`config.mk`:
```
export PLATFORM = sky130hd
export DESIGN_NAME = mem_ctrl
export DESIGN_NICKNAME = d
export VERILOG_FILES = /design/src/cpu_pkg.sv /design/src/mem_ctrl.sv
export VERILOG_INCLUDE_DIRS = /design/src /design/src/src
export SDC_FILE = /design/constraint.sdc
export NUM_CORES = 1
export LEC_CHECK = 0
export CORE_AREA = 2 2 83 85
export CTS_BUF_LIST = sky130_fd_sc_hd__clkbuf_16
export CTS_CLUSTER_DIAMETER = 200
export DETAILED_ROUTE_END_ITERATION = 12
export DIE_AREA = 0 0 85 87
export DONT_BUFFER_PORTS = 1
export SKIP_CTS_REPAIR_TIMING = 1
export SYNTH_ARGS = -nofsm -noshare
export SYNTH_HDL_FRONTEND = slang
export SYNTH_SLANG_ARGS = --single-unit
```
`constraint.sdc`:
```
create_clock -name clk -period 0.9 [get_ports clk]
set_input_delay 0.045 -clock clk [delete_from_list [all_inputs] [get_ports clk]]
set_output_delay 0.045 -clock clk [all_outputs]
set_load 0.005 [all_outputs]
```
`src/cpu_defs.svh`:
```
`ifndef CPU_DEFS_SVH
`define CPU_DEFS_SVH

// ############################################################
// datapath and register file
// ############################################################

`define DATA_W      32      // data word width.
`define GPR_NUM     32      // general registers, r0 reads zero.

// ############################################################
// scratch-pad memory and fetch
// ############################################################

`define SPM_DEPTH   1024    // words.
`define SPM_ADDR_W  10      // log2 of depth.
`define RESET_PC    0       // first fetch, word address.

`endif
```
`src/cpu_pkg.sv`:
```
`include "cpu_defs.svh"

package cpu_pkg;

    // ############################################################
    // datapath types
    // ############################################################

    typedef logic [`DATA_W-1:0]          word_t;
    typedef logic [`DATA_W-3:0]          word_addr_t;   // byte address without bits 1:0.
    typedef logic [`DATA_W-1:0]          byte_addr_t;
    typedef logic [$clog2(`GPR_NUM)-1:0] reg_idx_t;

    // data-side access kind.
    typedef enum logic [1:0] {
        MEM_NONE,
        MEM_LOAD,
        MEM_STORE
    } mem_op_t;

endpackage

```
`src/mem_ctrl.sv`:
```
`timescale 1ns/100ps

module mem_ctrl import cpu_pkg::*; (
    input  logic       clk,
    input  logic       arst_n,
    input  logic       ex_valid,
    input  mem_op_t    ex_mem_op,
    input  reg_idx_t   ex_dst,
    input  logic       ex_we,
    input  word_t      ex_store_data,
    input  logic       ex_halt,
    input  word_t      alu_out,
    input  word_t      mem_rd_data,
    output word_addr_t mem_addr,
    output logic       mem_en,
    output logic       mem_we,
    output word_t      mem_wr_data,
    output logic       wb_we,
    output reg_idx_t   wb_dst,
    output word_t      wb_data,
    output logic       halted,
    output logic       misalign
);

    byte_addr_t acc_addr;
    logic       acc_req;
    logic       acc_bad;
    logic       wb_load;
    word_t      wb_alu;

    assign acc_addr    = alu_out;
    assign acc_req     = ex_valid && (ex_mem_op != MEM_NONE);
    assign acc_bad     = acc_req && (acc_addr[1:0] != 2'b00);
    assign mem_addr    = acc_addr[$bits(byte_addr_t)-1:2];
    assign mem_en      = acc_req && !acc_bad;  // misaligned access never reaches the spm.
    assign mem_we      = mem_en && (ex_mem_op == MEM_STORE);
    assign mem_wr_data = ex_store_data;

    // ############################################################
    // writeback register
    // ############################################################

    always_ff @(posedge clk or negedge arst_n) begin
        if (!arst_n) begin
            wb_we    <= 1'b0;
            wb_load  <= 1'b0;
            halted   <= 1'b0;
            misalign <= 1'b0;
        end else begin
            wb_we    <= ex_valid && ex_we && !acc_bad;
            wb_load  <= mem_en && (ex_mem_op == MEM_LOAD);
            halted   <= halted || (ex_valid && ex_halt);
            misalign <= misalign || acc_bad;   // sticky until reset.
        end
    end

    always_ff @(posedge clk) begin
        wb_dst <= ex_dst;
        wb_alu <= alu_out;
    end

    // load data lands one cycle after the access.
    assign wb_data = wb_load ? mem_rd_data : wb_alu;

endmodule

```
* Word-level counts from Yosys, hierarchy flattened
Index checks and enable logic that the tools add are counted.
** Word-level totals
- Register bits :: 41
- Latch bits :: 0
- Memory bits (writable) :: 0
- Memory bits (read-only) :: 0
- Logic and storage cells :: 22
- Memories kept :: 0
** Cells by class
- Add/sub/neg operators :: 0
- Multiply operators :: 0
- Divide/modulo/power cells :: 0
- Order comparisons :: 0
- Eq/ne operators :: 2
- Shift operators :: 0
- Muxes and demuxes :: 1
- Bitwise gates (word level) :: 0
- Reductions and logical operators :: 13
** Operators with widths (count)
- $mux 32 :: 1
- $logic_and 1x1->1 :: 8
- $reduce_bool 2->1 :: 2
- $eq 2x1->1 const B :: 1
- $eq 2x2->1 const B :: 1
- $logic_or 1x1->1 :: 2
- $logic_not 1->1 :: 1

* Logic depth before layout (Yosys ltp)
Gate-level depths: netlist of run 1.
- Word-level depth :: 6
- Gate-level depth with buffers :: 3
- Gate-level depth less buffers :: 2

* Worst setup path after synthesis of run 1
Ideal clock, no wire load.
- Path kind :: register to output
- Start point :: register wb_load
- End point :: output wb_data[2]
- Data arrival time :: 0.954 ns
- Path slack :: -0.099 ns
- Stages on the path, launching flop included :: 4
- Path buffers :: 2
- Path through :: dfrtp_1 buf_2 buf_4 mux2_1
** On the way
- Word-level cells in the longest chain between the ends :: 1
** Ends and longest elaborated chain
- from (decl) :: RTL line mem_ctrl.sv:28 : logic wb_load;
- from (signal assigned) :: RTL line mem_ctrl.sv:51 : wb_load <= mem_en && (ex_mem_op == MEM_LOAD);
- $mux 32 :: RTL line mem_ctrl.sv:63 : assign wb_data = wb_load ? mem_rd_data : wb_alu;
- to (decl) :: RTL line mem_ctrl.sv:20 : output word_t wb_data,
Every way passes these cells.

* Final worst setup path of run 1
- Start point :: register wb_load
- End point :: output wb_data[21]
The elaborated chain is that of the path after synthesis.

==> flow_metrics.py, run 1 <==
metrics = {
    "sta": {
        "finalCritPeriodShare_pct": 142.3,
        "drv_slew": 0,
        "slew_headroom_pct": 86.29,
        "setup_violations": 32,
        "layout_setup_ws_ps": -380.8,
        "worst_slew_pin_slew_ps": 205.6,
        "max_freq_ghz": 0.7808,
        "finalCriticalPeriod_ps": 1281,
        "rsz0062_at_grt": "yes",
        "final-hold-violation-count": 4,
        "final.setup_skew_ps": 0,
        "hold_slack_ps": -209.7,
    },
    "die": {
        "num_rows": 30,
        "chipWidth_um": 85,
        "fp.dieH_um": 87,
        "die_area_sq_um": 7395,
        "coreArea_sq_um": 6569,
        "ios": 212,
        "initial_core_util_pct": 26.97,
    },
    "pwr": {
        "powerDensity_nw_per_um2": 1935,
        "p_int_mw": 3.135,
        "p_sw_mw": 0.7747,
        "p_leak_nw": 0.8033,
        "ir_drop_mv": 0.7424,
        "power_frac_comb_pct": 8.0,
        "clkPwrFrac_pct": 42.5,
        "switching_share_pct": 19.82,
        "seqPwrFrac_pct": 49.5,
    },
    "run_status": {
        "violations": "negative hold slack, negative setup slack",
        "status": "finished with violations",
    },
    "global_route": {
        "grt_first_pass_wirelength_um": 4133,
        "grt-ovfl-total": 0,
        "grt_usage_pct": 7.758,
        "grt_pass1_vias": 756,
        "grt_max_degree": 20,
        "antenna_found_initial": 0,
    },
    "cells_and_area": {
        "multiInputGateArea_sq_um": 486.7,
        "antenna_cells": 0,
        "fin_cells": 214,
        "drive_gt1_share_pct": 34.33,
        "fillCellCount": 650,
        "stdcell_area_sq_um": 2021,
        "final_nets": 241,
        "regArea_sq_um": 842.1,
        "syn_to_final_growth_pct": 14.05,
    },
    "critical_path": {
        "cp.required_ps": 850,
        "cp_max_fo": 19,
        "crit_path_start_kind": "register",
        "cp_data_arrival_time_ps": 1240,
        "worstRegToRegCells": 1,
        "worst-setup-path-type": "reg2out",
        "cp-end-kind": "output pin",
    },
    "clock_tree": {
        "cts.sinks": 41,
        "cts_tree": "yes",
        "cts_made_buffers": 5,
        "clk_latency_ps": 270,
        "cts.reportedPaths.clkPinSlew_ps": 60,
        "cts_root_buf": "clkbuf_16",
        "ctsHtreeMaxLevel": 2,
        "ctsLongestPathBuffers": 2,
    },
    "place": {
        "gp_congestion": 0.6570,
        "place_area_sq_um": 1430,
        "dp_cells": 165,
        "dpl.hpwl_um": 2448,
        "port_buffers": 0,
        "dp_slack_ps": -151.2,
    },
    "synthesis": {
        "syn_avg_cell_area_sq_um": 11.89,
        "synth_cell_type_count": 14,
        "synth_area_sq_um": 1772,
        "yosysSeqAreaShare_pct": 47.46,
        "synth_seq_cells": 41,
        "synthCells": 149,
        "synth_warnings": 0,
        "syn_nets": 257,
    },
    "detailed_routing": {
        "num_vias": 937,
        "drcViolationCount": 0,
        "post_drt_wl_per_cell_um": 16.28,
        "drtIter0Drc": 20,
        "drt-vias-per-instance": 4.379,
        "dr.pass1.iters": 2,
        "drt-total-wl_um": 3484,
        "ant_nets": 0,
    },
    "run": {
        "maxCapViolations": 0,
    },
    "worst_hold_path": {
        "min-delay-path-class": "in2reg",
        "whs_path_depth": 0,
    },
}
-- kinds of logic after synthesis --
family	share of synthesized area [%]
DFF	47.46
buffers and inverters	28.04
and+or+nand+nor	2.896
AOI/OAI and AO/OA	1.272
muxes	20.34
-- routing by layer --
layer  global-route usage, %  share of wire (%)
met5                       0                  0
met4                   5.051                2.9
met3                   6.161                 14
met2                   12.50                 52
met1                   6.597                 31
-- worst paths after layout --
check	start	to	slack [ps]
max in group asynchronous	arst_n	wb_load$_DFF_PN0_	700
worst min register to register	halted$_DFF_PN0_	halted$_DFF_PN0_	510
min in group asynchronous	arst_n	wb_we$_DFF_PN0_	30
worst max register to register	halted$_DFF_PN0_	halted$_DFF_PN0_	200
worst min-delay path	alu_out[0]	wb_alu[0]$_DFF_P_	-210
worst max-delay path	wb_load$_DFF_PN0_	wb_data[21]	-380
-- cells in the mapped netlist --
library cell	number	area share [%]
a21o_2	1	0.49
and3_2	1	0.42
buf_2	1	0.28
buf_4	65	28
dfrtp_1	4	5.6
dfxtp_1	37	42
inv_1	1	0.21
mux2_1	2	1.3
mux2_2	30	19
nor2_1	2	0.42
nor3b_2	2	1.4
o21bai_1	1	0.42
o22ai_1	1	0.35
or3b_4	1	0.64
-- through the flow --
stage          total power [mW]  util (%)  setup TNS, ps
3_3_place_gp              2.126     21.77          -2844
4_1_cts                   3.821     23.87         -13370
3_5_place_dp              2.126     21.77          -3665
6_report                  3.910     30.76         -11590
5_1_grt                   4.114     30.76         -12800
2_1_floorplan             2.324         -          -1352
-- critical path: stages, from the launching register on --
cell     delay, ps
dfrtp_2        410
buf_12         170
mux2_2         360
-- power groups by stage --
stage | Sequential [mW] | Clock, mW | Combinational (mW)
floorplan | 1.97 | 0 | 0.358
finish | 1.94 | 1.66 | 0.313
global placement | 1.97 | 0 | 0.152
CTS | 1.94 | 1.73 | 0.152
global route | 1.94 | 1.84 | 0.335
detailed placement | 1.98 | 0 | 0.150
-- sequential cells by signal (all words and copies together), names as in the netlist --
name / flops
misalign: 1
wb_load: 1
wb_dst: 5
wb_alu: 32
wb_we: 1
halted: 1
-- cell usage in the layout, fill, tap and decap left out --
master | synthesis | final
o22ai_1 | 1 | 1
inv_1 | 1 | 1
a21o_2 | 1 | 1
mux2_2 | 30 | 18
or3b_4 | 1 | 1
dfxtp_1 | 37 | 37
nor2_1 | 2 | 2
o21bai_1 | 1 | 1
clkbuf_16 | 0 | 5
clkinv_2 | 0 | 1
dfrtp_1 | 4 | 3
dfrtp_2 | 0 | 1
dlygate4sd3_1 | 0 | 41
clkinv_1 | 0 | 2
buf_12 | 0 | 2
and3_2 | 1 | 1
nor3b_2 | 2 | 2
mux2_4 | 0 | 14
-- final cells by class --
| cell class | count | share of cell area (%) |
|---|---|---|
| flip-flops and latches | 41 | 41.67 |
| multi-input cells | 41 | 24.09 |
| inverters | 1 | 0.1858 |
| well taps | 80 | 4.954 |
| clock buffers | 5 | 6.192 |
| clock inverters | 3 | 0.6192 |
| repair buffers | 43 | 22.29 |
(Power assumes the default switching activity.)
==> run 2, diff against run 1 <==
ABC_CLOCK_PERIOD_IN_PS = 1100   (was unset)
RECOVER_POWER = 100   (was unset)
clock period = 1.1 ns   (was 0.9 ns; I/O delays follow)
==> flow_metrics.py, run 2 (same netlist as run 1, synthesis figures left out) <==
metrics = {
    "sta": {
        "final.setup_skew_ps": 0,
        "finalCritPeriodShare_pct": 118.4,
        "finalCriticalPeriod_ps": 1302,
        "hold_slack_ps": -7.437,
        "slew_headroom_pct": 87.07,
        "layout_setup_ws_ps": -202.1,
        "final-hold-violation-count": 1,
        "setup_violations": 34,
        "rsz0062_at_grt": "yes",
        "drv_slew": 0,
        "max_freq_ghz": 0.7680,
        "worst_slew_pin_slew_ps": 194.0,
    },
    "cells_and_area": {
        "layout_common_cells": "43 x dlygate4sd3_1, 37 x dfxtp_1, 26 x mux2_2",
        "syn_to_final_growth_pct": 13.91,
        "top_register": "wb_alu",
        "antenna_cells": 0,
        "final_nets": 243,
        "final_common_cell": "dlygate4sd3_1",
        "reg_top3": "wb_alu x32, wb_dst x5",
        "drive_gt1_share_pct": 31.62,
        "largest_reg_flops": 32,
    },
    "critical_path": {
        "cp_cell_sequence": "dlygate4sd3_1, or3b_4, nor3b_2",
        "cp.required_ps": 1040,
        "slowest_delay_ps": 550,
        "crit_path_start_kind": "input pin",
        "cp_data_arrival_time_ps": 1250,
        "cp_max_fo": 3,
        "worst-setup-path-type": "in2out",
        "cpMaxStageDelayCell": "dlygate4sd3_1",
        "cp-end-kind": "output pin",
    },
    "clock_tree": {
        "cts_tree": "yes",
        "ctsLongestPathBuffers": 2,
        "cts_made_buffers": 5,
        "cts.sinks": 41,
        "clk_latency_ps": 270,
        "cts_root_buf": "clkbuf_16",
        "cts.reportedPaths.clkPinSlew_ps": 50,
        "ctsHtreeMaxLevel": 2,
    },
    "place": {
        "dp_slack_ps": 65.75,
        "gp_congestion": 0.6118,
        "port_buffers": 0,
        "dpl.hpwl_um": 2302,
    },
    "global_route": {
        "grt-ovfl-total": 0,
        "grt_pass1_vias": 752,
        "grt_max_degree": 22,
        "grt_usage_pct": 6.965,
        "antenna_found_initial": 0,
        "grt_first_pass_wirelength_um": 3684,
    },
    "detailed_routing": {
        "drt-total-wl_um": 3376,
        "num_vias": 917,
        "drtIter0Drc": 13,
        "drcViolationCount": 0,
        "post_drt_wl_per_cell_um": 15.63,
        "drt-vias-per-instance": 4.245,
        "dr.pass1.iters": 3,
        "ant_nets": 0,
    },
    "pwr": {
        "powerDensity_nw_per_um2": 1693,
        "p_leak_nw": 0.7930,
        "ir_drop_mv": 0.6221,
    },
    "die": {
        "initial_core_util_pct": 26.97,
        "num_rows": 30,
        "fp.dieH_um": 87,
        "ios": 212,
        "chipWidth_um": 85,
        "die_area_sq_um": 7395,
        "coreArea_sq_um": 6569,
    },
    "worst_hold_path": {
        "min-delay-path-class": "in2reg",
    },
    "run_status": {
        "status": "finished with violations",
        "violations": "negative hold slack, negative setup slack",
    },
    "run": {
        "maxCapViolations": 0,
    },
}
==> run 2: cell types whose count changed in the layout (fill, tap and decap cells not counted), sizes merged <==
cell         previous run  this run
clkinv                  3         1
dlygate4sd3            41        43
bufinv                  0         1
inv                     1         2
==> run 2: area by class of cell <==
type / instances / area, sq um
fillers: 662 / 4551
inverters: 1 / 3.754
well taps: 80 / 100.1
clock buffers: 5 / 125.1
clock inverters: 3 / 37.54
multi-input cells: 41 / 449.2
flip-flops and latches: 41 / 840.8
repair buffers: 45 / 461.7
==> run 2: power by group <==
group,switching (mW),internal (mW)
logic,0.0726,0.173
registers,0.0212,1.56
clock network,0.535,1.05
==> run 2: worst max-delay path: cells and delay by family <==
kind	cells	cell delay (ps)
simple gates	2	640
buf+inv	1	550
==> run 2: layer usage <==
layer	vias to the layer above	routed length [um]	global-route usage (%)
li1	391	-	-
met1	421	1052	6.431
met2	92	1819	10.72
met3	13	413	4.929
met4	0	91	5.195
met5	-	0	0
==> run 2: through the flow <==
stage          TNS (ps)  power, mW  std cells  utilization, %  instance area, sq um
2_1_floorplan         0      1.893        149               -                  1772
3_3_place_gp          0      1.731        165           21.41                  1406
3_5_place_dp          0      1.731        165           21.41                  1406
4_1_cts           -6627      3.359        173           23.89                  1569
5_1_grt           -7995      3.585        216           30.72                  2018
6_report          -6096      3.417        216           30.72                  2018
==> run 2: final timing paths <==
check,depth (start not counted),start,to,slack [ps]
max,3,alu_out[1],mem_we,-200
min,2,alu_out[0],misalign$_DFF_PN0_,-7
max reg2reg,1,halted$_DFF_PN0_,halted$_DFF_PN0_,410
min reg2reg,1,halted$_DFF_PN0_,halted$_DFF_PN0_,490
max in group asynchronous,1,arst_n,misalign$_DFF_PN0_,900
min in group asynchronous,1,arst_n,wb_load$_DFF_PN0_,40
==> run 3, diff against run 2 <==
ABC_CLOCK_PERIOD_IN_PS = 1550   (was 1100)
clock period = 1.55 ns   (was 1.1 ns; I/O delays follow)
==> flow_metrics.py, run 3 (same netlist as run 1, synthesis figures left out) <==
metrics = {
    "critical_path": {
        "cp_data_arrival_time_ps": 1360,
        "slowest_delay_ps": 550,
        "reg2reg_to": "halted$_DFF_PN0_",
        "cp_cell_sequence": "dlygate4sd3_1, or3b_1, nor3b_1",
        "endpoint": "mem_we",
        "cp.required_ps": 1470,
        "cp-end-kind": "output pin",
        "worstRegToRegCells": 2,
        "setup.worst_path.start": "alu_out[1]",
        "rrSetupSlack_ps": 300,
        "cpMaxStageDelayCell": "dlygate4sd3_1",
        "crit_path_start_kind": "input pin",
        "worst-setup-path-type": "in2out",
        "cp_max_fo": 3,
        "r2r-start": "halted$_DFF_PN0_",
    },
    "run": {
        "maxCapViolations": 0,
    },
    "cells_and_area": {
        "top_register": "wb_alu",
        "final_nets": 243,
        "final_common_cell": "dlygate4sd3_1",
        "reg_top3": "wb_alu x32, wb_dst x5",
        "syn_to_final_growth_pct": 11.58,
        "antenna_cells": 0,
        "largest_reg_flops": 32,
        "fillCellCount": 671,
        "multiInputGateArea_sq_um": 426.7,
        "regArea_sq_um": 840.8,
        "layout_common_cells": "43 x dlygate4sd3_1, 37 x dfxtp_1, 24 x mux2_2",
        "drive_gt1_share_pct": 25.74,
    },
    "detailed_routing": {
        "dr.pass1.iters": 3,
        "drtIter0Drc": 17,
        "drt-total-wl_um": 3406,
        "post_drt_wl_per_cell_um": 15.77,
        "num_vias": 926,
        "ant_nets": 0,
        "drcViolationCount": 0,
        "drt-vias-per-instance": 4.287,
    },
    "worst_hold_path": {
        "min-delay-path-class": "in2reg",
        "hold_start": "alu_out[0]",
    },
    "global_route": {
        "grt_use_met3_pct": 4.550,
        "use_met2_pct": 11.15,
        "grt_max_degree": 22,
        "antenna_found_initial": 0,
        "grt_first_pass_wirelength_um": 3795,
        "grt-ovfl-total": 0,
        "top_usage_layer": "met2",
        "grt_pass1_vias": 753,
        "grt_usage_pct": 7.025,
        "use_met1_pct": 6.605,
    },
    "sta": {
        "layout_setup_ws_ps": 109.1,
        "finalCritPeriodShare_pct": 92.96,
        "tns_ps": 0,
        "drv_slew": 0,
        "max_freq_ghz": 0.6940,
        "setup_violations": 0,
        "rsz0062_at_grt": "no",
        "final.setup_skew_ps": 0,
        "finalCriticalPeriod_ps": 1441,
        "final-hold-violation-count": 0,
        "slew_headroom_pct": 79.33,
        "worst_slew_pin_slew_ps": 310.0,
    },
    "pwr": {
        "powerDensity_nw_per_um2": 1221,
        "p_leak_nw": 0.7722,
        "finalPower_mw": 2.414,
        "ir_drop_mv": 0.4820,
    },
    "die": {
        "fp.dieH_um": 87,
        "initial_core_util_pct": 26.97,
        "chipWidth_um": 85,
        "ios": 212,
        "die_area_sq_um": 7395,
        "coreArea_sq_um": 6569,
        "num_rows": 30,
    },
    "place": {
        "dp_slack_ps": 449.2,
        "port_buffers": 0,
        "gp_congestion": 0.6118,
        "dpl.hpwl_um": 2292,
    },
    "clock_tree": {
        "ctsLongestPathBuffers": 2,
        "cts_root_buf": "clkbuf_16",
        "cts_made_buffers": 5,
        "ctsHtreeMaxLevel": 2,
        "clk_latency_ps": 270,
        "cts.reportedPaths.clkPinSlew_ps": 60,
        "cts_tree": "yes",
        "cts.sinks": 41,
    },
    "run_status": {
        "status": "complete, no violations",
    },
}
-- run 3: how the worst min path moves through the flow --
stage,slack (ps),to,depth (start not counted)
2_1_floorplan,-220,halted$_DFF_PN0_,0
3_3_place_gp,-220,wb_load$_DFF_PN0_,0
3_5_place_dp,-220,misalign$_DFF_PN0_,0
4_1_cts,-520,misalign$_DFF_PN0_,0
5_1_grt,50,misalign$_DFF_PN0_,2
6_report,30,misalign$_DFF_PN0_,2
-- run 3: power by group --
group,total [mW],switching (mW),internal [mW]
Clock,1.13,0.380,0.747
Combinational,0.163,0.0505,0.113
Sequential,1.12,0.0143,1.11
-- run 3: worst max-delay path, delay by kind of cell --
kind                   cells  cell delay [ps]
buffers and inverters      1              550
AND/OR/NAND/NOR            2              730
-- run 3: final cells by class --
cell class / count / area share, %
Inverter: 1 / 0.1899
Clock buffer: 5 / 6.329
Multi-Input combinational cell: 41 / 21.58
Sequential cell: 41 / 42.53
Timing Repair Buffer: 45 / 22.41
Tap cell: 80 / 5.063
Clock inverter: 3 / 1.899
-- run 3: metal layers --
metal	wire length, um	share of wire [%]	vias up
met4	92	2.7	0
met2	1784	52	94
li1	-	-	393
met5	0	0	-
met3	411	12	13
met1	1117	33	426
-- run 3: metrics by stage --
stage / util [%] / hold slack (ps) / cells / instance area, sq um
after CTS: 23.70 / -518.2 / 173 / 1556
after floorplan: - / -218.1 / 149 / 1772
after global placement: 21.22 / -218.0 / 165 / 1394
after global routing: 30.10 / 46.56 / 216 / 1977
after detailed placement: 21.22 / -218.0 / 165 / 1394
final: 30.10 / 26.58 / 216 / 1977
